--- config.mk ---
export PLATFORM = sky130hd
export DESIGN_NAME = sync_replay_flat
export DESIGN_NICKNAME = d
export VERILOG_FILES = /design/src/hw/stream_pkg.sv /design/src/hw/video_pkg.sv /design/src/hw/line_buf_if.sv /design/src/hw/sync_replay.sv /design/src/flat_wrapper.sv
export SDC_FILE = /design/constraint.sdc
export NUM_CORES = 1
export LEC_CHECK = 0
export ABC_AREA = 1
export BUFFER_PORTS_ARGS = -buffer_cell sky130_fd_sc_hd__buf_2
export CORE_UTILIZATION = 45
export CTS_BUF_LIST = sky130_fd_sc_hd__clkbuf_8
export CTS_CLUSTER_DIAMETER = 30
export DETAILED_ROUTE_END_ITERATION = 16
export HOLD_SLACK_MARGIN = 0.1
export PLACE_DENSITY = 0.69
export SYNTH_ARGS = -nofsm -noshare
export SYNTH_HDL_FRONTEND = slang
export SYNTH_SLANG_ARGS = --single-unit
--- constraint.sdc ---
create_clock -name out_clk -period 2.05 [get_ports out_clk]
set_input_delay 0 -clock out_clk [delete_from_list [all_inputs] [get_ports out_clk]]
set_output_delay 0 -clock out_clk [all_outputs]
set_load 0.03 [all_outputs]
--- src/hw/stream_pkg.sv ---
package stream_pkg;

    // stream word geometry
    localparam int WORD_WIDTH = 32;
    localparam int KEEP_WIDTH = 4;

    // width of the request and acceptance counters
    // sized for a full frame of words
    localparam int REQ_CNT_WIDTH = 24;

    // one stream beat
    typedef logic [WORD_WIDTH-1:0] word_t;

    // byte qualifiers of a beat
    typedef logic [KEEP_WIDTH-1:0] keep_t;

    // capture controller states
    typedef enum logic [2:0] {
        // one cycle after reset
        CAP_IDLE,
        // buffer flushed, looking for vsync rise with tvalid
        CAP_WAIT_FRAME,
        // frame open, first de not seen yet
        CAP_WAIT_LINE,
        // counting de requests against accepted words
        CAP_STREAM,
        // vsync fell, back to waiting next cycle
        CAP_FRAME_END
    } capture_state_t;

endpackage

--- src/hw/video_pkg.sv ---
package video_pkg;

    // sync delay in clock cycles
    // output register adds one more
    localparam int LINE_PERIOD = 16;

    // line buffer geometry
    localparam int BUF_ADDR_WIDTH = 12;
    localparam int BUF_DEPTH = 1 << BUF_ADDR_WIDTH;

    // one output byte lane
    localparam int PIXEL_WIDTH = 8;

    // sync group as carried through the delay line
    // de in the top bit, vsync in the bottom bit
    typedef struct packed {
        logic de;
        logic valid;
        logic hsync;
        logic vsync;
    } sync_t;

endpackage

--- src/hw/line_buf_if.sv ---
interface line_buf_if
    import stream_pkg::*;
();

    // write side
    logic  push;
    word_t push_data;
    logic  flush;
    logic  full;

    // read side
    logic  pop;
    word_t pop_data;
    logic  empty;

    // capture writes accepted words and flushes between frames
    modport capture (
        output push,
        output push_data,
        output flush,
        input  full
    );

    // the store itself
    modport store (
        input  push,
        input  push_data,
        input  flush,
        input  pop,
        output full,
        output empty,
        output pop_data
    );

    // replay takes one word per delayed de cycle
    modport replay (
        output pop,
        input  pop_data,
        input  empty
    );

endinterface

--- src/hw/sync_replay.sv ---
module sync_replay
    import stream_pkg::*, video_pkg::*;
(
    input  logic       out_clk,
    input  logic       rstn,
    input  sync_t      sync_in,
    output sync_t      sync_out,
    output word_t      pixel_word,
    line_buf_if.replay lbuf
);

    // one line period of sync history
    sync_t dly [LINE_PERIOD];

    logic de_late;

    // oldest stage drives the buffer read
    assign de_late  = dly[LINE_PERIOD-1].de;
    assign lbuf.pop = de_late;

    always_ff @(posedge out_clk or negedge rstn)
    begin
        if (!rstn)
        begin
            for (int i = 0; i < LINE_PERIOD; i++)
                dly[i] <= '0;
            sync_out <= '0;
        end
        else
        begin
            dly[0] <= sync_in;
            for (int i = 1; i < LINE_PERIOD; i++)
                dly[i] <= dly[i-1];
            // final register
            // total latency is LINE_PERIOD + 1
            sync_out <= dly[LINE_PERIOD-1];
        end
    end

    // word registered on the same edge as out_de
    // so bytes and de move together
    always_ff @(posedge out_clk)
    begin
        if (de_late)
            pixel_word <= lbuf.pop_data;
    end

    // capture must have supplied each pixel before its delayed de
    a_no_pop_empty: assert property (@(posedge out_clk) disable iff (!rstn)
        lbuf.pop |-> !lbuf.empty);

endmodule

--- src/flat_wrapper.sv ---
// flat-port wrapper written by rule: the top's interface ports become plain ports
module sync_replay_flat import stream_pkg::*, video_pkg::*;
  (out_clk, rstn, sync_in, sync_out, pixel_word, lbuf_pop, lbuf_pop_data, lbuf_empty);
  line_buf_if lbuf_i ();
  input  logic out_clk;
  input  logic rstn;
  input  sync_t sync_in;
  output sync_t sync_out;
  output word_t pixel_word;
  output wire logic [$bits(lbuf_i.pop)-1:0] lbuf_pop;
  input wire logic [$bits(lbuf_i.pop_data)-1:0] lbuf_pop_data;
  input wire logic [$bits(lbuf_i.empty)-1:0] lbuf_empty;
  assign lbuf_pop = lbuf_i.pop;
  assign lbuf_i.pop_data = lbuf_pop_data;
  assign lbuf_i.empty = lbuf_empty;
  sync_replay u_core (.out_clk(out_clk), .rstn(rstn), .sync_in(sync_in), .sync_out(sync_out), .pixel_word(pixel_word), .lbuf(lbuf_i));
endmodule
Word-level counts from Yosys, hierarchy flattened

Cells that the tools add are included.

Output and inout bits: 37
Bits in registers: 100
Logic and storage cells: 69
Input port bits: 39

Depth between registers and ports, before layout

Depth in word-level cells: 0
Depth in mapped cells: 0
Depth with buffers taken out: 0

Worst setup path before layout

Ideal clock, no wire load.

Kind: register to register
Start point: reg u_core.dly (netlist bit u_core.lbuf.pop)
End point: reg u_core.pixel_word[0], enable pin
Setup slack: 0.524 ns
Cell stages (with the launch flop): 1
Setup time: 0.398 ns
Data required time: 1.652 ns
Path buffers: 0
Arrival time: 1.128 ns
Cells stage by stage: dfrtp_1

RTL lines:

| element                          | line              | text |
|---|---|---|
| start: declaration               | sync_replay.sv:13 | `sync_t dly [LINE_PERIOD];` |
| start signal: indexed assignment | sync_replay.sv:33 | `dly[i] <= dly[i-1];` |
| end signal: assignment           | sync_replay.sv:45 | `pixel_word <= lbuf.pop_data;` |
| end: declaration                 | sync_replay.sv:8  | `output word_t pixel_word,` |

No word-level cell between the ends.

Worst setup path in the final report

Start point: reg u_core.dly (netlist bit u_core.lbuf.pop)
End point: out lbuf_pop

RTL lines:

| element          | line               | text |
|---|---|---|
| end: declaration | flat_wrapper.sv:10 | `output wire logic [$bits(lbuf_i.pop)-1:0] lbuf_pop;` |

No word-level cell between the ends.

==> results.yml <==
synth:
  ys_seq_area_frac: 1.00
  syn_avg_cell_area_sq_um: 26.6
  synth-edff-count: 32
  synth_cell_types: 2
  synth_area_leaders: "dfrtp_1 64%, edfxtp_1 36%"
  yosysTopAreaCell: "dfrtp_1"
  netlist.area_leader.share: 0.639
  syn-num-nets: 139
  synth_fa_ha_area_frac: 0
  synth_compound_area_frac: 0
  synthTopCellsByCount: "68 x dfrtp_1, 32 x edfxtp_1"
  synth_flop_cell: "dfrtp_1"
  yosys-mux-area-fraction: 0
  synth_most_common_cell: "dfrtp_1"
  async_flop_share: 0.680
  netlist_area_sq_mm: 0.00266
  yosys_register_bits: 100
  yosysWarnings: 0
  syn_inst: 100
  synthSimpleGateAreaFrac: 0
  synth-xor-area-share: 0
final_layout:
  seqCellArea_sq_mm: 0.00266
  final_cells: 303
  drive_gt1_frac: 0.398
  antenna_cells: 0
  multi_input_area_sq_um: 0
  fill_cells: 375
  fin_area_sq_mm: 0.00378
  final_nets: 265
  area_growth_syn_to_layout_pct: 41.8
  multi_input_gates: 0
worst_setup_path:
  rrSetupSlack_ps: 990
  critPathMaxFanout: 34
  cp-start-kind: "register"
  crit_required_ps: 2050
  r2r_cells: 1
  r2r-start: "u_core.lbuf.pop"
  worst_setup_path_end_kind: "output port"
  worstSetupPathType: "register to output port"
  crit_arrival_ps: 1320
  reg2reg_to: "u_core.pixel_word[16]"
detailed_routing:
  drt-total-wl_um: 4250
  vias: 1303
  ant_nets: 0
  viasPerCell: 4.30
  dr.pass1.iters: 4
  wl_per_cell_um: 14.0
  drt_iter0_drc: 82
  drc: 0
cts:
  cts_made_buffers: 9
  cts_tree: "yes"
  clk_latency_ps: 340
  h-tree-depth: 3
  clk_pin_slew_ps: 90
  cts.sinks: 100
  ctsLongestPathBuffers: 2
  cts-root-buf: "clkbuf_8"
  cts_setup_buffers: 0
power_and_ir_drop:
  ir_drop_uv: 659
  power.density_mw_per_mm2: 1030
  power_frac_comb: 0.064
  seqPwrFrac: 0.562
  p_leak_nw: 1.70
  swShare: 0.196
  p_int_mw: 3.14
  p_clk_frac: 0.374
  p_sw_uw: 765
status:
  status: "finished, final reports clean"
timing:
  hold_violations: 0
  setup_ws_ps: 725
  setup_viol: 0
  fmax_ghz: 0.755
  fin_tns_setup_ps: 0
  rsz0062_at_grt: "no"
  relSlewSlack: 0.717
  finalCritPeriodShare: 0.646
  fin_crit_ps: 1320
  worst_hold_slack_ps: 229
  fin_skew_ps: 8.71
  drv_slew: 0
  tightest_slew_ps: 425
global_routing:
  grt.overflow.total: 0
  grt_pass1_vias: 1320
  grt_max_degree: 36
  grt_pass1_wl_um: 6600
  grtUsageTotal: 0.150
  antenna_found_initial: 0
job:
  maxCapViolations: 0
die:
  die_x_um: 78.9
  dieArea_sq_mm: 0.00623
  io_pins: 76
  std_cell_rows: 27
  die_h_um: 78.9
  core_area_sq_mm: 0.00561
  initial_core_util: 0.475
placed_design:
  dpl-instance-area_sq_mm: 0.00315
  dp.final_hpwl_um: 2300
  dp_cells: 249
  gp_congestion: 0.597
  dp_slack_ps: 1020
  port_buffers: 74
min_path:
  hp-class: "primary input to asynchronous set/reset pin"
## power groups by stage
stage	Combinational, mW	Sequential [mW]	Clock [mW]
final	0.250	2.20	1.46
after global routing	0.267	2.21	1.58
after CTS	0.250	2.20	1.49
after detailed placement	0.193	2.24	0
after global placement	0.188	2.23	0
after floorplan	0	2.32	0
## layer usage
layer / wire length [um] / part of all wire / GRT usage
met1: 1730 / 0.41 / 0.187
met2: 2210 / 0.52 / 0.237
met3: 250 / 0.059 / 0.0529
met4: 59 / 0.014 / 0.0709
met5: 0 / 0 / 0
## layout make-up
class / count / area share
Clock inverter: 5 / 0.0262
Clock buffer: 11 / 0.0401
Tap cell: 72 / 0.0239
Timing Repair Buffer: 115 / 0.205
Sequential cell: 100 / 0.705
## cell families after synthesis
logic type,after synthesis
flip-flops,100
## cells in the final DEF, fill, tap and decap left out
cell type	count
clkbuf_8	11
dfrtp_1	68
buf_2	74
bufinv_16	3
dlygate4sd3_1	38
buf_4	3
edfxtp_1	32
clkinv_2	1
inv_1	1
## how the worst max path moves through the flow
stage,slack [ps],endpoint,startpoint
detailed placement,1020,u_core.pixel_word[16],u_core.lbuf.pop
finish,730,lbuf_pop,u_core.lbuf.pop
global placement,1060,u_core.pixel_word[21],u_core.lbuf.pop
floorplan,520,u_core.pixel_word[0],u_core.lbuf.pop
global route,630,lbuf_pop,u_core.lbuf.pop
CTS,700,lbuf_pop,u_core.lbuf.pop
## critical path, cell delays in order (launching register included)
cell and delay, ps:
dfrtp_1 350, buf_4 370, buf_2 280
## registers in the layout (all words and copies together) (netlist names)
name / count
u_core.pixel_word: 32
u_core.dly: 63
u_core.lbuf.pop: 1
u_core.sync_out: 4
## per-stage QoR
step	utilization	power, mW
floorplan	-	2.32
global placement	0.561	2.42
detailed placement	0.561	2.43
CTS	0.673	3.94
global route	0.673	4.05
finish	0.673	3.90
## what timing repair did
action | 4_1_cts | 5_1_grt
hold buffers | 38 | 0
hold endpoints to repair | 104 | 0
gates resized for setup | 0 | 0
(Power assumes the default switching activity.)
