`src/hw/stream_pkg.sv`:
```
package stream_pkg;

    // stream word geometry
    localparam int WORD_WIDTH = 32;
    localparam int KEEP_WIDTH = 4;

    // width of the request and acceptance counters
    // sized for a full frame of words
    localparam int REQ_CNT_WIDTH = 24;

    // one stream beat
    typedef logic [WORD_WIDTH-1:0] word_t;

    // byte qualifiers of a beat
    typedef logic [KEEP_WIDTH-1:0] keep_t;

    // capture controller states
    typedef enum logic [2:0] {
        // one cycle after reset
        CAP_IDLE,
        // buffer flushed, looking for vsync rise with tvalid
        CAP_WAIT_FRAME,
        // frame open, first de not seen yet
        CAP_WAIT_LINE,
        // counting de requests against accepted words
        CAP_STREAM,
        // vsync fell, back to waiting next cycle
        CAP_FRAME_END
    } capture_state_t;

endpackage

```
`src/hw/line_buf_if.sv`:
```
interface line_buf_if
    import stream_pkg::*;
();

    // write side
    logic  push;
    word_t push_data;
    logic  flush;
    logic  full;

    // read side
    logic  pop;
    word_t pop_data;
    logic  empty;

    // capture writes accepted words and flushes between frames
    modport capture (
        output push,
        output push_data,
        output flush,
        input  full
    );

    // the store itself
    modport store (
        input  push,
        input  push_data,
        input  flush,
        input  pop,
        output full,
        output empty,
        output pop_data
    );

    // replay takes one word per delayed de cycle
    modport replay (
        output pop,
        input  pop_data,
        input  empty
    );

endinterface

```
`src/hw/stream_capture.sv`:
```
module stream_capture
    import stream_pkg::*;
(
    input  logic        out_clk,
    input  logic        rstn,
    input  logic        in_tvalid,
    input  word_t       in_tdata,
    input  keep_t       in_tkeep,
    input  logic        in_de,
    input  logic        in_vs,
    output logic        out_tready,
    line_buf_if.capture lbuf
);

    capture_state_t state;

    // previous samples for edge detect
    logic de_q;
    logic vs_q;

    logic de_rise;
    logic vs_rise;
    logic vs_fall;

    // open requests vs words taken
    logic [REQ_CNT_WIDTH-1:0] req_cnt;
    logic [REQ_CNT_WIDTH-1:0] acc_cnt;
    logic [REQ_CNT_WIDTH-1:0] req_next;
    logic [REQ_CNT_WIDTH-1:0] acc_next;

    logic  all_keep;
    logic  accept;
    logic  flush_q;
    logic  push_q;
    word_t word_q;

    assign de_rise = in_de & ~de_q;
    assign vs_rise = in_vs & ~vs_q;
    assign vs_fall = ~in_vs & vs_q;

    // partial words are never taken
    assign all_keep = &in_tkeep;
    assign accept   = out_tready & in_tvalid & all_keep;

    // counts after this cycle
    always_comb
    begin
        req_next = req_cnt;
        acc_next = acc_cnt + REQ_CNT_WIDTH'(accept);
        case (state)
            // first de of the frame opens the first request
            CAP_WAIT_LINE:
                if (de_rise)
                    req_next = req_cnt + 1'b1;
            // every de cycle is one more pixel owed
            CAP_STREAM:
                if (in_de)
                    req_next = req_cnt + 1'b1;
            default:
                req_next = req_cnt;
        endcase
    end

    always_ff @(posedge out_clk or negedge rstn)
    begin
        if (!rstn)
        begin
            state      <= CAP_IDLE;
            de_q       <= 1'b0;
            vs_q       <= 1'b0;
            req_cnt    <= '0;
            acc_cnt    <= '0;
            out_tready <= 1'b0;
            flush_q    <= 1'b0;
            push_q     <= 1'b0;
        end
        else
        begin
            de_q   <= in_de;
            vs_q   <= in_vs;
            // accepted word lands in the buffer next cycle
            push_q <= accept;
            case (state)
                CAP_IDLE:
                begin
                    out_tready <= 1'b0;
                    flush_q    <= 1'b1;
                    state      <= CAP_WAIT_FRAME;
                end
                CAP_WAIT_FRAME:
                begin
                    out_tready <= 1'b0;
                    // frame only starts if the stream is already offering
                    if (vs_rise && in_tvalid)
                    begin
                        req_cnt <= '0;
                        acc_cnt <= '0;
                        flush_q <= 1'b0;
                        state   <= CAP_WAIT_LINE;
                    end
                end
                CAP_WAIT_LINE:
                begin
                    req_cnt    <= req_next;
                    out_tready <= (req_next != acc_next);
                    if (vs_fall)
                    begin
                        out_tready <= 1'b0;
                        state      <= CAP_FRAME_END;
                    end
                    else if (de_rise)
                        state <= CAP_STREAM;
                end
                CAP_STREAM:
                begin
                    req_cnt <= req_next;
                    acc_cnt <= acc_next;
                    // drops right after the last open request is met
                    out_tready <= (req_next != acc_next);
                    if (vs_fall)
                    begin
                        out_tready <= 1'b0;
                        state      <= CAP_FRAME_END;
                    end
                end
                CAP_FRAME_END:
                begin
                    out_tready <= 1'b0;
                    flush_q    <= 1'b1;
                    state      <= CAP_WAIT_FRAME;
                end
                default:
                begin
                    out_tready <= 1'b0;
                    state      <= CAP_IDLE;
                end
            endcase
        end
    end

    // payload only
    always_ff @(posedge out_clk)
    begin
        if (accept)
            word_q <= in_tdata;
    end

    assign lbuf.push      = push_q;
    assign lbuf.push_data = word_q;
    assign lbuf.flush     = flush_q;

    // no handshake while waiting for a frame
    a_no_tready_wait: assert property (@(posedge out_clk) disable iff (!rstn)
        (state == CAP_WAIT_FRAME) |-> !out_tready);

    // buffer must have room for every accepted word
    a_no_push_full: assert property (@(posedge out_clk) disable iff (!rstn)
        lbuf.push |-> !lbuf.full);

    // flush would drop a word pushed in the same cycle
    a_no_flush_push: assert property (@(posedge out_clk) disable iff (!rstn)
        !(lbuf.flush && lbuf.push));

endmodule

```
`src/flat_wrapper.sv`:
```
// flat-port wrapper written by rule: the top's interface ports become plain ports
module stream_capture_flat import stream_pkg::*;
  (out_clk, rstn, in_tvalid, in_tdata, in_tkeep, in_de, in_vs, out_tready, lbuf_push, lbuf_push_data, lbuf_flush, lbuf_full);
  line_buf_if lbuf_i ();
  input  logic out_clk;
  input  logic rstn;
  input  logic in_tvalid;
  input  word_t in_tdata;
  input  keep_t in_tkeep;
  input  logic in_de;
  input  logic in_vs;
  output logic out_tready;
  output wire logic [$bits(lbuf_i.push)-1:0] lbuf_push;
  output wire logic [$bits(lbuf_i.push_data)-1:0] lbuf_push_data;
  output wire logic [$bits(lbuf_i.flush)-1:0] lbuf_flush;
  input wire logic [$bits(lbuf_i.full)-1:0] lbuf_full;
  assign lbuf_push = lbuf_i.push;
  assign lbuf_push_data = lbuf_i.push_data;
  assign lbuf_flush = lbuf_i.flush;
  assign lbuf_i.full = lbuf_full;
  stream_capture u_core (.out_clk(out_clk), .rstn(rstn), .in_tvalid(in_tvalid), .in_tdata(in_tdata), .in_tkeep(in_tkeep), .in_de(in_de), .in_vs(in_vs), .out_tready(out_tready), .lbuf(lbuf_i));
endmodule
```
`config.mk`:
```
export PLATFORM = sky130hd
export DESIGN_NAME = stream_capture_flat
export DESIGN_NICKNAME = d
export VERILOG_FILES = /design/src/hw/stream_pkg.sv /design/src/hw/line_buf_if.sv /design/src/hw/stream_capture.sv /design/src/flat_wrapper.sv
export SDC_FILE = /design/constraint.sdc
export NUM_CORES = 1
export LEC_CHECK = 0
export ABC_AREA = 1
export BUFFER_PORTS_ARGS = -buffer_cell sky130_fd_sc_hd__buf_4
export CORE_MARGIN = 3
export CORE_UTILIZATION = 30
export DETAILED_ROUTE_END_ITERATION = 16
export PLACE_DENSITY = 0.54
export SYNTH_ARGS = -nofsm -noshare
export SYNTH_HDL_FRONTEND = slang
export SYNTH_SLANG_ARGS = --single-unit
export TNS_END_PERCENT = 30
```
`constraint.sdc`:
```
create_clock -name out_clk -period 3.6 [get_ports out_clk]
set_input_delay 0.18 -clock out_clk [delete_from_list [all_inputs] [get_ports out_clk]]
set_output_delay 0.18 -clock out_clk [all_outputs]
set_load 0.05 [all_outputs]
```
== After elaboration in Yosys (flattened, before gate mapping) ==
Index checks and enable logic that the tools add are counted.
Cells by class
  $add $sub $neg: 2
  mux-type cells: 15
  equality and inequality tests: 8
  reductions and logical operators: 12
  bitwise gates (word level): 8
Operators by type and width (count)
  24-bit case mux with 2 select lines: 3
  24-bit two-way mux: 3
  24-bit by 1-bit adder with 24-bit output: 1
  24-bit by 1-bit adder with 24-bit output (second input constant): 1
  24-bit inequality test: 1
  3-bit two-way mux: 4
  3-bit case mux with 4 select lines: 1
  3-bit by 2-bit == test with 1-bit output (second input constant): 2
  2-bit AND reduction: 3
  2-bit nonzero test: 3
  1-bit bitwise AND: 5
  2-bit by 1-bit inequality test with 1-bit output (second input constant): 2
  4-bit AND reduction: 1
  2-bit OR reduction: 2
  3-bit by 1-bit == test with 1-bit output (second input constant): 1
  3-bit == test (second input constant): 1
  3-bit zero test: 1
  1-bit two-way mux: 3
  3-bit by 1-bit inequality test with 1-bit output (second input constant): 1
  1-bit inverter: 3
  3-bit AND reduction: 1
  1-bit case mux with 2 select lines: 1
  1-bit logical AND: 1
Word-level totals
  bits of input ports: 42
  output and inout port bits: 35
  bits in registers: 88

== Logic depth before layout (Yosys ltp) ==
  depth in word-level cells: 7
  depth in mapped cells: 20

== Worst setup path after synthesis ==
OpenSTA, ideal clock, no wires.
  path kind: flip-flop to flip-flop
  from: register u_core.out_tready
  to: register u_core.out_tready
  path buffers: 0
  data required time: 3.485 ns
  clock period less this slack: 4.023 ns
  library setup time: 0.115 ns
  stages on the path, launching flop included: 20
  arrival time: 3.908 ns
  path slack: -0.423 ns
  cells stage by stage: dfrtp_1 > nand2_1 > nor2_1 > ha_1 > ha_1 > nand2_1 > nor2_2 > nand2_1 > nor2_1 > nand2_1 > nand2_1 > nand3_1 > nand2_1 > nand2_1 > nor2_1 > nand3_1 > nor2_1 > nand3_1 > nor2_1 > nor2_1
Between the ends
  word-level cells in the longest chain between the ends: 6
RTL lines
  from (decl): line stream_capture.sv:11  | output logic out_tready,
  from (signal assigned): line stream_capture.sv:105  | out_tready <= (req_next != acc_next);
  from (signal assigned): line stream_capture.sv:119  | out_tready <= (req_next != acc_next);
  1-bit bitwise AND (2 in a row): line stream_capture.sv:43  | assign accept = out_tready & in_tvalid & all_keep;
  net u_core.accept: line stream_capture.sv:32  | logic accept;
  24-bit by 1-bit adder with 24-bit output: line stream_capture.sv:49  | acc_next = acc_cnt + REQ_CNT_WIDTH'(accept);
  24-bit inequality test: line stream_capture.sv:105, stream_capture.sv:119
  1-bit two-way mux: line stream_capture.sv:106, stream_capture.sv:120
  1-bit two-way mux
The timed path passes the listed nets, and every way through them passes these cells.
A chain may end at the register's enable or synchronous reset.

== Final worst setup path ==
  from: register u_core.state[2]
  to: register u_core.out_tready
Between the ends
  word-level cells in the longest chain between the ends: 5
RTL lines
  from (decl): line stream_capture.sv:15  | capture_state_t state;
  from (signal assigned): line stream_capture.sv:68  | state <= CAP_IDLE;
  from (signal assigned): line stream_capture.sv:88  | state <= CAP_WAIT_FRAME;
  from (signal assigned): line stream_capture.sv:99  | state <= CAP_WAIT_LINE;
  3-bit by 2-bit == test with 1-bit output: line stream_capture.sv:50, stream_capture.sv:83
  24-bit case mux with 2 select lines: line stream_capture.sv:50  | case (state)
  24-bit inequality test: line stream_capture.sv:105, stream_capture.sv:119
  1-bit two-way mux: line stream_capture.sv:106, stream_capture.sv:120
  1-bit two-way mux *
Mark *: on every way between the ends. The rest lies on a longest branch, timed or not.

==> out/metrics.cfg <==
[grt]
antenna_found_initial=0
grt_start_max_net_pins=57
grt_pass1_vias=5504
overflow=0
grt_pass1_wl_um=28900
grt_usage_pct=16.7

[floorplanning]
die_w_um=147
core.rowCount=51
initial_core_util_pct=30.6
pin_count=77
fp.dieH_um=147
dieArea_mm2=0.0217
coreArea_mm2=0.0196

[clock_network]
postCtsSetupBuffers=0
cts_sinks=88
clockBufferDepth=2
numCtsBuffers=9
clk_latency_ns=0.36
cts_tree=done
clk_pin_slew_ns=0.07
htree_levels=3
clockRootBuffer=clkbuf_16

[synthesis]
ys_ff_latch=88
async_flop_share_pct=63.6
ys_top_cells_by_area=dfrtp_1 (23%), edfxtp_1 (16%), nand2_1 (16%), nand3_1 (7.3%), inv_1 (5.5%)
netlist_area_mm2=0.00600
yosys_warnings=0
synth_cell_types=43
synthesis.nets=862
synthCells=817
postSynthAreaPerCell_um2=7.35
netlist.area_leader.share_pct=23.3
synth_edf_count=32
seq_area_frac_synth_pct=39.4
synth-main-ff-cell=dfrtp_1
synth_top_cell_by_area=dfrtp_1

[timing]
finalHoldViolations=0
fmax_mhz=315
finClkSkew_ns=0.00618
period_minus_slack_ns=3.18
setup_viol=0
period_share_pct=88.3
rsz0062_at_grt=false
worstMarginPinSlew_ns=1.01
maxSlewHeadroom_pct=32.5
drv_slew=0
finalSetupTns_ns=0

[worst_setup_path]
cp-end-kind=flip-flop
worst-endpoint-required_ns=3.85
start_kind=flip-flop
cp_max_fo=14
ff2ff_path_depth=14
cp.arrival_ns=3.42
rrSetupSlack_ns=0.42
reg2reg_to=u_core.out_tready
worstReg2RegStart=u_core.state[2]
worstSetupPathType=flip-flop to flip-flop

[worst_hold_path]
hold_path_depth=3
hp-start=in_tvalid
hold_path_class=primary input to flip-flop
hold_path_end=u_core.state[1]

[layout]
final_nets=958
stdcell_count=1183
area_growth_pct=24.2
antenna_cells=0
drive_gt1_share_pct=15.9

[drt]
wl_per_cell_um=15.0
wl_um=17800
dr.pass1.iters=5
route.vias.total=5805
ant_nets=0
route.detailed.drc=0
viasPerCell=4.91
drtIter0Drc=486

[power]
power_density_mw_per_mm2=645
irDropWorstVdd_v=0.000412
fin_total_pwr_mw=4.81
leakage_nw=3.29

[place]
place_inst=1133
dpl.hpwl_um=12300
gp_congestion=0.863
portBuffers=75

[outcome]
outcome=completed

[run]
cap_violations=0

state kept, by name, summed over array words and instances (netlist names):
| signal | flops |
|---|---|
| u_core.lbuf.push_data | 32 |
| u_core.acc_cnt | 24 |
| u_core.req_cnt | 24 |
| u_core.state | 3 |
| u_core.de_q | 1 |
| u_core.lbuf.flush | 1 |
| u_core.lbuf.push | 1 |
| u_core.out_tready | 1 |
| u_core.vs_q | 1 |
cell usage after synthesis, types with 10 or more instances:
master,n
nand2_1,251
inv_1,88
nand3_1,87
dfrtp_1,56
nor2_1,56
edfxtp_1,32
o21ai_0,29
nand4_1,21
o211ai_1,20
o22ai_1,20
xor2_1,19
o221ai_1,18
a21oi_1,17
clkbuf_1,13
buf_2,10
nor2_4,10
kinds of logic after synthesis:
kind of cell	synth area share (%)
AND/OR/NAND/NOR	35.7
buffers and inverters	8.46
AO/OA/AOI/OAI	12.6
flip-flops	39.4
XOR/XNOR	3.29
adder cells (fa/ha/maj)	0.625
placed cells by master (no fill, tap or decap), drive strengths merged, types with 8 or more instances in the layout:
cell type    count
xor2            19
dlygate4sd3     34
o221ai          18
dfrtp           56
nor2            76
nand4           22
nand3           93
edfxtp          32
nor3             8
clkbuf           9
buf             84
a21oi           17
inv             97
nand2          258
o22ai           20
o211ai          20
o21ai           36
routing by layer:
metal	global-route usage [%]	wire length, um	vias to the layer above
met5	0	0	-
met4	4.94	269	0
met3	3.71	1170	21
met2	25.5	7770	177
met1	23.8	8560	2667
li1	-	-	2940
layout make-up:
type,instances,area [um^2]
clock inverters,7,72.6
multi-input cells,602,3140
inverters,94,353
repair buffers,118,971
clock buffers,9,225
well taps,265,332
fillers,2010,12100
flip-flops and latches,88,2360
worst max-delay path: stages (launching register included):
cell and delay, ns:
dfrtp_1 0.46, inv_2 0.10, nand2_2 0.05, nor2_1 0.76, inv_1 0.58, a21oi_1 0.25, nand2_1 0.09, nand3_1 0.16
nand2_1 0.07, nand2_1 0.06, nand2_1 0.04, nor2_1 0.09, nand3_1 0.07, nor2_1 0.21, nor2_1 0.06
power by group:
part | leakage (nW) | total (mW) | switching [mW] | internal [mW]
combinational | 2.13 | 2.26 | 1.47 | 0.783
clock | 0.143 | 0.962 | 0.472 | 0.490
sequential | 1.02 | 1.59 | 0.326 | 1.27
total | 3.29 | 4.81 | 2.27 | 2.54
what timing repair did:
action / in CTS / in global routing
gates resized for setup: 0 / 0
hold buffers: 34 / 0
endpoints found under the hold margin: 89 / 0
per-stage QoR:
step                      utilization, %  instance area (um^2)  hold WS [ns]  setup slack (ns)
after floorplan                        -                  6000        -0.116             0.135
after global placement              34.8                  6820         0.316             0.434
after detailed placement            34.8                  6820         0.315             0.501
after CTS                           38.1                  7460         0.179             0.456
after global routing                38.1                  7460         0.198             0.180
final                               38.1                  7460         0.184             0.422
worst max path at each step:
stage                       from                end  slack [ns]
5_1_grt          u_core.state[2]  u_core.out_tready        0.18
2_1_floorplan  u_core.out_tready  u_core.out_tready        0.13
3_3_place_gp     u_core.state[2]  u_core.out_tready        0.43
3_5_place_dp     u_core.state[2]  u_core.out_tready        0.50
4_1_cts          u_core.state[2]  u_core.out_tready        0.46
6_report         u_core.state[2]  u_core.out_tready        0.42
(Power assumes the default switching activity.)
